===== src/logic/fu_consts.svh =====
`ifndef FU_CONSTS_SVH
`define FU_CONSTS_SVH

// datapath width
`define XLEN 64

// rob index bits, the wrap bit sits on top of these
`define ROB_IDX_W 5

// physical register tag
`define PRF_IDX_W 6

// one bit per unresolved branch
`define BR_MASK_W 4

// multiplier depth, each stage takes XLEN/MULT_STAGES multiplier bits
`define MULT_STAGES 4

// hardwired zero register
`define ZERO_REG 0

`endif


===== src/logic/isa_pkg.sv =====
`include "fu_consts.svh"

package isa_pkg;

	typedef logic [`XLEN-1:0] xlen_t;
	typedef logic [`PRF_IDX_W-1:0] prf_tag_t;
	// msb is the wrap bit
	typedef logic [`ROB_IDX_W:0] rob_idx_t;
	typedef logic [`BR_MASK_W-1:0] br_mask_t;
	// displacement in instruction words
	typedef logic signed [20:0] br_disp_t;

	typedef enum logic [1:0] {
		FU_NONE,
		FU_ALU,
		FU_BR,
		FU_MULT
	} fu_sel_e;

	typedef enum logic [3:0] {
		ALU_ADD,
		ALU_SUB,
		ALU_AND,
		ALU_OR,
		ALU_XOR,
		ALU_SLL,
		ALU_SRL,
		ALU_CMPEQ,
		ALU_CMPLT
	} alu_op_e;

	// conditions test ra only
	typedef enum logic [2:0] {
		BR_ALWAYS,
		BR_BEQ,
		BR_BNE,
		BR_BLT,
		BR_BGE
	} br_op_e;

endpackage


===== src/logic/fu_pkg.sv =====
package fu_pkg;

	typedef struct packed {
		isa_pkg::fu_sel_e sel;
		isa_pkg::alu_op_e alu_op;
		isa_pkg::br_op_e br_op;
		isa_pkg::xlen_t opa;
		isa_pkg::xlen_t opb;
		isa_pkg::xlen_t npc;
		isa_pkg::br_disp_t disp;
		isa_pkg::prf_tag_t dest_tag;
		isa_pkg::rob_idx_t rob_idx;
		isa_pkg::br_mask_t br_mask;
	} iss_pkt_t;

	typedef struct packed {
		logic vld;
		isa_pkg::xlen_t value;
		isa_pkg::prf_tag_t dest_tag;
		isa_pkg::rob_idx_t rob_idx;
		isa_pkg::br_mask_t br_mask;
	} ex_res_t;

	typedef struct packed {
		logic vld;
		logic taken;
		isa_pkg::xlen_t target;
		isa_pkg::rob_idx_t rob_idx;
	} br_res_t;

	// tag_fix is one-hot
	typedef struct packed {
		logic recovery;
		logic pred_correct;
		isa_pkg::br_mask_t tag_fix;
	} br_evt_t;

	typedef struct packed {
		logic vld;
		isa_pkg::prf_tag_t tag;
		isa_pkg::xlen_t value;
	} cdb_t;

	typedef struct packed {
		logic vld;
		isa_pkg::rob_idx_t rob_idx;
	} rob_done_t;

	// op depends on the branch being recovered
	function automatic logic br_hit(isa_pkg::br_mask_t mask, br_evt_t evt);
		return evt.recovery && ((mask & evt.tag_fix) != '0);
	endfunction

	function automatic isa_pkg::br_mask_t br_clear(isa_pkg::br_mask_t mask, br_evt_t evt);
		return evt.pred_correct ? (mask & ~evt.tag_fix) : mask;
	endfunction

	function automatic ex_res_t ex_filter(ex_res_t res, br_evt_t evt);
		ex_res_t r;
		r = res;
		r.vld = res.vld & ~br_hit(res.br_mask, evt);
		r.br_mask = br_clear(res.br_mask, evt);
		return r;
	endfunction

endpackage


===== src/logic/fu_br.sv =====
`timescale 1ns/1ps

module fu_br (
	input  logic clk,
	input  logic rst,
	input  logic start_i,
	input  fu_pkg::iss_pkt_t pkt_i,
	input  fu_pkg::br_evt_t br_evt_i,
	output fu_pkg::br_res_t res_o
);

	localparam int MSB = $bits(isa_pkg::xlen_t) - 1;

	logic taken;
	isa_pkg::xlen_t disp_ext;
	fu_pkg::br_res_t res_nxt;
	fu_pkg::br_res_t res_r;
	isa_pkg::br_mask_t mask_r;

	always_comb begin
		case (pkt_i.br_op)
			isa_pkg::BR_ALWAYS: taken = 1'b1;
			isa_pkg::BR_BEQ:    taken = pkt_i.opa == '0;
			isa_pkg::BR_BNE:    taken = pkt_i.opa != '0;
			isa_pkg::BR_BLT:    taken = pkt_i.opa[MSB];
			isa_pkg::BR_BGE:    taken = ~pkt_i.opa[MSB];
			default:            taken = 1'b0;
		endcase
	end

	// word displacement, sign extended then scaled to bytes
	assign disp_ext = isa_pkg::xlen_t'(signed'(pkt_i.disp));

	assign res_nxt.vld = start_i & ~fu_pkg::br_hit(pkt_i.br_mask, br_evt_i);
	assign res_nxt.taken = taken;
	assign res_nxt.target = taken ? pkt_i.npc + (disp_ext << 2) : pkt_i.npc;
	assign res_nxt.rob_idx = pkt_i.rob_idx;

	always_ff @(posedge clk) begin
		res_r <= res_nxt;
		mask_r <= fu_pkg::br_clear(pkt_i.br_mask, br_evt_i);
		if (rst) begin
			res_r.vld <= 1'b0;
		end
	end

	always_comb begin
		res_o = res_r;
		res_o.vld = res_r.vld & ~fu_pkg::br_hit(mask_r, br_evt_i);
	end

endmodule


===== config.mk =====
export PLATFORM = sky130hd
export DESIGN_NAME = fu_br
export DESIGN_NICKNAME = d
export VERILOG_FILES = /design/src/logic/isa_pkg.sv /design/src/logic/fu_pkg.sv /design/src/logic/fu_br.sv
export VERILOG_INCLUDE_DIRS = /design/src /design/src/logic
export SDC_FILE = /design/constraint.sdc
export NUM_CORES = 1
export LEC_CHECK = 0
export BUFFER_PORTS_ARGS = -buffer_cell sky130_fd_sc_hd__buf_2
export CORE_MARGIN = 4
export CORE_UTILIZATION = 48
export CTS_CLUSTER_DIAMETER = 120
export CTS_CLUSTER_SIZE = 8
export DETAILED_ROUTE_END_ITERATION = 8
export GPL_TIMING_DRIVEN = 0
export PLACE_DENSITY = 0.82
export SYNTH_ARGS = -nofsm -noshare
export SYNTH_HDL_FRONTEND = slang
export SYNTH_SLANG_ARGS = --single-unit

===== constraint.sdc =====
create_clock -name clk -period 4.52 [get_ports clk]
set_clock_uncertainty 0.1 [all_clocks]
set_input_delay 1.13 -clock clk [delete_from_list [all_inputs] [get_ports clk]]
set_output_delay 1.13 -clock clk [all_outputs]
set_load 0.01 [all_outputs]

; Yosys cells after proc, flatten, opt, wreduce, memory -nomap -nowiden
; Index checks and enable logic that the tools add are counted.
[word_totals]
regBits = 76
out_inout_bits = 72
[op_classes]
n_addsub = 1
eq_ne = 4
muxes = 3
bitwise = 9
n_reduce_logical = 7
[ops]
columns = cell, n
row1 = $add A64 B64 Y64, 1
row2 = $logic_not A64 Y1, 1
row3 = $mux W64, 1
row4 = $reduce_bool A64 Y1, 1
row5 = $and A4 B4 Y4, 3
row6 = $reduce_bool A4 Y1, 2
row7 = $eq A3 B2 Y1 const B, 2
row8 = $pmux W1 S5, 1
row9 = $mux W4, 1
row10 = $not A4 Y4, 1
row11 = $eq A3 B1 Y1 const B, 1
row12 = $eq A3 B3 Y1 const B, 1
row13 = $logic_not A3 Y1, 1
row14 = $not A1 Y1, 3
row15 = $and A1 B1 Y1, 2
row16 = $logic_and A1 B1 Y1, 2

; Depth between registers and ports, before layout
; Gate-level depths: netlist of run 1.
[depth]
ltp_word = 5
depth_mapped = 11
mapped_depth_nobuf = 11

; Least setup slack after synthesis of run 1
; Ideal clock, no wire load.
[synth_timing]
path_type = input-to-reg
startpoint = input pkt_i[16] (netlist name)
endpoint = register res_r (netlist bit res_o[60])
setup_time_ns = 0.115
arrival_time_ns = 3.538
t_required_ns = 4.305
slack_ns = 0.766
stages = 11
cell_sequence = ha_1 -> fa_1 -> a21o_1 -> a31o_2 -> nand3_2 -> a21oi_2 -> a311oi_2 -> a211o_2 -> a21oi_1 -> or3_1 -> a31o_1
[synth_lines]
columns = element, line_no
row1 = start: declaration, fu_br.sv:7  ; input fu_pkg::iss_pkt_t pkt_i,
row2 = end signal: assignment, fu_br.sv:40  ; res_r <= res_nxt;
row3 = end: declaration, fu_br.sv:17  ; fu_pkg::br_res_t res_r;

==> flow_summary_export.csv, run 1 <==
group,metric,value,unit
power,p_leak,0.004161,uW
detailed_routing,first_pass_iters,5,
layout,fin_cells,1324,
synthesis,ys_seq_area_share,22.40,%
outcome,outcome,"complete, no violations",
timing,final_hold_viol_count,0,
grt,track_usage,24.53,%
layout,final_cell_mix,"254 x buf_2, 109 x a21oi_1, 76 x dfxtp_1",
critical_path,arrival,4.32,ns
placement,port_buffers,242,
grt,grt_pass1_wl,32450,um
layout,n_fill_cell,1270,
critical_path,crit_type,"input pin to register",
critical_path,cp-start-kind,"input pin",
layout,n_antenna_cell,0,
synthesis,ys_warn_count,0,
detailed_routing,post_drt_via_cell_ratio,5.454,
detailed_routing,drcViolationCount,0,
layout,synthToLayoutAreaGrowth,25.77,%
layout,design_area,0.008543,mm^2
timing,post-route-period-util,92.99,%
power,pwr-share-seq,30.7,%
power,max-vdd-ir-drop,0.0001870,V
die,die_w,127.0,um
power,pwr-share-comb,40.0,%
clock_network,clock-sinks,76,
placement,dpl.hpwl,16480,um
critical_path,crit_path_max_fanout,46,
clock_network,ctsHoldBuffers,0,
clock_network,cts_root_buffer,"clkbuf_16",
synthesis,syn_area,0.006793,mm^2
clock_network,htree_levels,3,
synthesis,synthFlopType,"dfxtp_1",
synthesis,syn_inst,886,
critical_path,critPathRequiredTime,4.64,ns
timing,finalCriticalPeriod,4.203,ns
grt,grt_max_degree,47,
synthesis,synth_edf_count,0,
synthesis,synth_nets,1195,
clock_network,path_clk_slew,0.06,ns
detailed_routing,final_antenna_net_count,0,
placement,dp.cells,1308,
grt,grt_pass1_vias,6685,
timing,clock.fmax,237.9,MHz
layout,fin_nets,1448,
critical_path,endpoint,"res_o[63]",
layout,final_common_cell,"buf_2",
detailed_routing,wire_per_inst,15.56,um
clock_network,postCtsSetupBuffers,0,
timing,hold_ws,0.7825,ns
critical_path,crit_path_end_kind,"register",
job,cap_viol_max_count,0,
detailed_routing,first_iter_violations,485,
grt,antenna_found_initial,1,
placement,place_congestion,0.9172,
clock_network,cts_buffer_depth,2,
die,initial_core_util,48.94,%
power,power.internal,1678,uW
clock_network,ctsResizeCount,0,
power,clkPwrFrac,29.3,%
synthesis,synthXorXnorAreaFrac,6.189,%
timing,maxSlewHeadroom,55.10,%
synthesis,synth_adder_area_share,11.53,%
synthesis,synth_simple_gate_area_share,18.77,%
synthesis,synth_compound_gate_area_share,29.23,%
timing,finalSetupViolCount,0,
worst_hold_path,hold_path.class,"input pin to register",
clock_network,tritoncts,"yes",
grt,grt_overflow,0,
power,power_switching,875.2,uW
timing,setup-tns-final,0,ns
power,cellPowerDensity,298.9,mW/mm^2
die,dieArea,0.01612,mm^2
synthesis,syn_area_per_cell,7.667,um^2
timing,drv_slew,0,
detailed_routing,drt_wl_total,20600,um
synthesis,synth_seq_cells,76,
die,num_rows,43,
clock_network,cts_buffers,9,
synthesis,synth_cell_types,69,
synthesis,synthMuxAreaShare,0.1474,%
critical_path,crit_path_start,"pkt_i[36]",
timing,tightest_slew,0.6735,ns
die,io_pins,319,
power,p_sw_share,34.27,%
die,core,0.01388,mm^2
layout,drive_above_1_share,31.99,%
detailed_routing,vias,7221,
synthesis,synthArstFlopShare,0,%
die,die_h,127.0,um
synthesis,synth_top_family_by_area,"compound AO/OA/AOI/OAI gates",
placement,postPlaceCellArea,0.008229,mm^2
==> stage by stage <==
stage | worst slack (ns) | utilization [%] | power (uW)
final | 0.3167 | 61.55 | 2554
after global routing | -0.009586 | 61.55 | 2714
after CTS | 0.1011 | 61.50 | 2560
after detailed placement | -0.2428 | 59.28 | 1803
after global placement | -0.3054 | 59.28 | 1792
after floorplan | 0.7663 | - | 1492
==> synthesized netlist by cell type (11+ instances only) <==
| cell | instances | share of area, % |
|---|---|---|
| buf_2 | 13 | 0.96 |
| o21bai_1 | 11 | 1.2 |
| nor3_1 | 12 | 0.88 |
| nor4_1 | 19 | 1.7 |
| nor2_1 | 74 | 4.1 |
| o21ai_0 | 41 | 3.0 |
| xor2_1 | 21 | 2.7 |
| inv_1 | 19 | 1.0 |
| and3_1 | 12 | 1.1 |
| a21oi_1 | 110 | 8.1 |
| ha_1 | 61 | 11 |
| dfxtp_1 | 76 | 22 |
| buf_4 | 72 | 8.0 |
| a21o_1 | 44 | 4.9 |
| a21boi_0 | 11 | 1.2 |
| nand2_1 | 75 | 4.1 |
| nand4_1 | 21 | 1.9 |
| nand3_1 | 20 | 1.5 |
| xnor2_1 | 27 | 3.5 |
| clkbuf_1 | 24 | 1.3 |
==> flip-flops by register name (all words and copies together) (netlist names) <==
signal,count
res_r,1
res_o,71
mask_r,4
==> worst min-delay path by stage <==
stage | from | endpoint | slack [ns] | cells after the start
finish | pkt_i[37] | res_o[6] | 0.78 | 1
global route | pkt_i[7] | res_o[3] | 0.76 | 1
CTS | pkt_i[37] | res_o[6] | 0.77 | 1
detailed placement | pkt_i[8] | res_o[4] | 1.13 | 1
global placement | pkt_i[9] | res_o[5] | 1.13 | 1
floorplan | pkt_i[4] | res_o[0] | 1.06 | 0
==> cell families after synthesis <==
group | count (synthesis)
AO/OA/AOI/OAI | 300
AND/OR/NAND/NOR | 267
buffers and inverters | 132
flip-flops | 76
adder cells (fa/ha/maj) | 62
XOR/XNOR | 48
multiplexers | 1
==> metal layers <==
layer | vias up | part of all wire (%) | global-route usage [%]
li1 | 3664 | - | -
met1 | 3227 | 47 | 34.66
met2 | 304 | 43 | 38.04
met3 | 24 | 8.8 | 5.305
met4 | 2 | 1.2 | 6.183
met5 | - | 0.063 | 0
==> cell type report <==
cell class | instances | area [um^2] | share of cell area [%]
Buffer | 112 | 721.9 | 8.450
Clock buffer | 10 | 239.0 | 2.797
Clock inverter | 6 | 68.82 | 0.8055
Inverter | 20 | 75.07 | 0.8787
Multi-Input combinational cell | 678 | 4478 | 52.42
Sequential cell | 76 | 1521 | 17.81
Tap cell | 180 | 225.2 | 2.636
Timing Repair Buffer | 242 | 1214 | 14.21
==> power groups by stage <==
| stage | Combinational, uW | Sequential, uW | Clock [uW] |
|---|---|---|---|
| final | 1020 | 783 | 748 |
| after global routing | 1130 | 791 | 794 |
| after CTS | 1010 | 784 | 763 |
| after detailed placement | 1010 | 797 | 0 |
| after global placement | 996 | 796 | 0 |
| after floorplan | 703 | 789 | 0 |
==> worst max-delay path, stage by stage <==
cell and delay, ns:
clkbuf_4 0.53, ha_1 0.34, clkbuf_1 0.19, a21oi_1 0.26, o21ai_1 0.11, a41o_1 0.25
a21oi_1 0.19, o221ai_1 0.20, o2111ai_2 0.35, a21oi_1 0.14, a2111oi_0 0.49, o21ai_1 0.13
(Power assumes the default switching activity.)
==> run 2, diff against run 1 <==
==> constraint.sdc (replaced) <==
create_clock -name clk -period 4.52 [get_ports clk]
set_clock_uncertainty 0.1 [all_clocks]
set_input_delay 0 -clock clk [delete_from_list [all_inputs] [get_ports clk]]
set_output_delay 0 -clock clk [all_outputs]
set_load 0.01 [all_outputs]
==> run 2 against run 1 <==
Compared with the run above: routed wire length is 8.8% higher; count of clock-buffer cells in the layout stayed put; power is 2.9% higher; cell count is 6.1% higher; critical path type unchanged; highest routed layer is now met4.
==> flow_summary_export.csv, run 2 (synthesis gave the netlist of run 1 again) <==
group,metric,value,unit
clock_network,cts_root_buffer,"clkbuf_16",
timing,finalSetupViolCount,0,
power,clkPwrFrac,28.5,%
critical_path,crit_path_end_kind,"register",
placement,place_congestion,0.9172,
grt,grt_pass1_vias,7312,
power,power_switching,901.9,uW
grt,grt_pass1_wl,35650,um
critical_path,crit_path_start,"pkt_i[36]",
placement,dp_slack,0.8872,ns
layout,largest_reg_flops,71,
timing,drv_slew,0,
critical_path,cpPeakStageDelay,0.75,ns
job,cap_viol_max_count,0,
die,initial_core_util,48.94,%
timing,finalCriticalPeriod,3.380,ns
layout,fin_cells,1405,
timing,post-route-period-util,74.77,%
grt,track_usage,26.94,%
die,core,0.01388,mm^2
critical_path,worstPathCellList,"buf_2, ha_1, clkbuf_1, nand2_1, nor3_1, nand3_1, nand2b_1, o221ai_1, o2111ai_2, a21oi_1, nor3_1, o31ai_1",
detailed_routing,wire_per_inst,15.95,um
timing,clock.fmax,295.9,MHz
detailed_routing,drcViolationCount,0,
grt,grt_max_degree,47,
power,p_sw_share,34.32,%
power,max-vdd-ir-drop,0.0001807,V
clock_network,tritoncts,"yes",
clock_network,postCtsSetupBuffers,0,
critical_path,arrival,3.49,ns
layout,final_cell_mix,"255 x buf_2, 110 x a21oi_1, 81 x dlygate4sd3_1",
timing,tightest_slew,1.029,ns
layout,final_common_cell,"buf_2",
die,die_w,127.0,um
clock_network,path_clk_slew,0.06,ns
detailed_routing,final_antenna_net_count,0,
outcome,outcome,"complete, no violations",
detailed_routing,first_pass_iters,5,
detailed_routing,vias,7669,
critical_path,critPathRequiredTime,4.63,ns
timing,setup_ws,1.140,ns
timing,setup-tns-final,0,ns
die,num_rows,43,
timing,final_hold_viol_count,0,
worst_hold_path,hold_path_depth,4,
placement,port_buffers,242,
critical_path,endpoint,"res_o[61]",
power,p_total,2628,uW
critical_path,critPathMostFrequentCell,"nor3_1",
die,die_h,127.0,um
power,power.internal,1726,uW
grt,grt_overflow,0,
power,pwr-share-seq,29.9,%
clock_network,cts_buffer_depth,2,
critical_path,critPathSlowestCell,"buf_2",
layout,fin_nets,1529,
worst_hold_path,hold_path.class,"input pin to register",
clock_network,cts_buffers,9,
critical_path,path_delay_family,"compound AO/OA/AOI/OAI gates",
power,pwr-share-comb,41.6,%
critical_path,cp_num_buf_inv,2,
layout,n_antenna_cell,0,
critical_path,worstSetupPathDepth,12,
timing,hold_ws,0.08334,ns
layout,synthToLayoutAreaGrowth,37.61,%
timing,rsz0062_at_grt,"no",
detailed_routing,first_iter_violations,506,
critical_path,crit_path_max_fanout,46,
clock_network,clock-sinks,76,
detailed_routing,drt_wl_total,22410,um
die,dieArea,0.01612,mm^2
clock_network,htree_levels,3,
power,p_leak,0.004504,uW
power,cellPowerDensity,281.2,mW/mm^2
critical_path,cp-start-kind,"input pin",
die,io_pins,319,
placement,dp.cells,1308,
detailed_routing,post_drt_via_cell_ratio,5.458,
placement,dpl.hpwl,16480,um
timing,maxSlewHeadroom,31.39,%
grt,antenna_found_initial,0,
critical_path,crit_type,"input pin to register",
layout,drive_above_1_share,29.80,%
## run 2: worst min-delay path: stages
cell and delay [ns]:
buf_2 0.13, nor2_1 0.10, a2111oi_0 0.07, and3_1 0.19
## run 2: layout make-up
| cell class | count | area, um^2 |
|---|---|---|
| clock buffer | 10 | 239.0 |
| timing repair buffer | 323 | 2022 |
| tap | 180 | 225.2 |
| buffer | 112 | 721.9 |
| fill | 1153 | 4533 |
| multi-input combinational | 678 | 4474 |
| sequential | 76 | 1521 |
| inverter | 20 | 75.07 |
| clock inverter | 6 | 68.82 |
## run 2: worst min-delay path by stage
stage               start   endpoint  slack (ns)
2_1_floorplan    pkt_i[4]   res_o[0]       -0.07
3_3_place_gp     pkt_i[9]   res_o[5]       0.002
3_5_place_dp     pkt_i[8]   res_o[4]       0.004
4_1_cts        pkt_i[100]  res_o[69]        0.06
5_1_grt         pkt_i[29]  res_o[21]        0.09
6_report       pkt_i[100]  res_o[69]        0.08
## run 2: per-stage QoR
| stage | instance area [um^2] | utilization (%) |
|---|---|---|
| after floorplan | 6793 | - |
| after global placement | 8229 | 59.28 |
| after detailed placement | 8229 | 59.28 |
| after CTS | 9348 | 67.34 |
| after global routing | 9348 | 67.34 |
| final | 9348 | 67.34 |
## run 2: power by group through the flow
stage	registers [uW]	logic (uW)	clock network (uW)
2_1_floorplan	789	703	0
3_3_place_gp	796	996	0
3_5_place_dp	797	1010	0
4_1_cts	784	1070	763
5_1_grt	792	1200	796
6_report	786	1090	749
## run 2: metal layers
metal	routed length [um]	GRT usage, %
met1	10160	36.23
met4	395	7.634
met2	10060	43.80
met3	1794	5.516
met5	0	0
## run 2: what timing repair did
| item | CTS | global route |
|---|---|---|
| hold endpoints to repair | 74 | 0 |
| gates resized for setup | 0 | 0 |
| hold buffers | 81 | 0 |
| setup endpoints to repair | 0 | 0 |
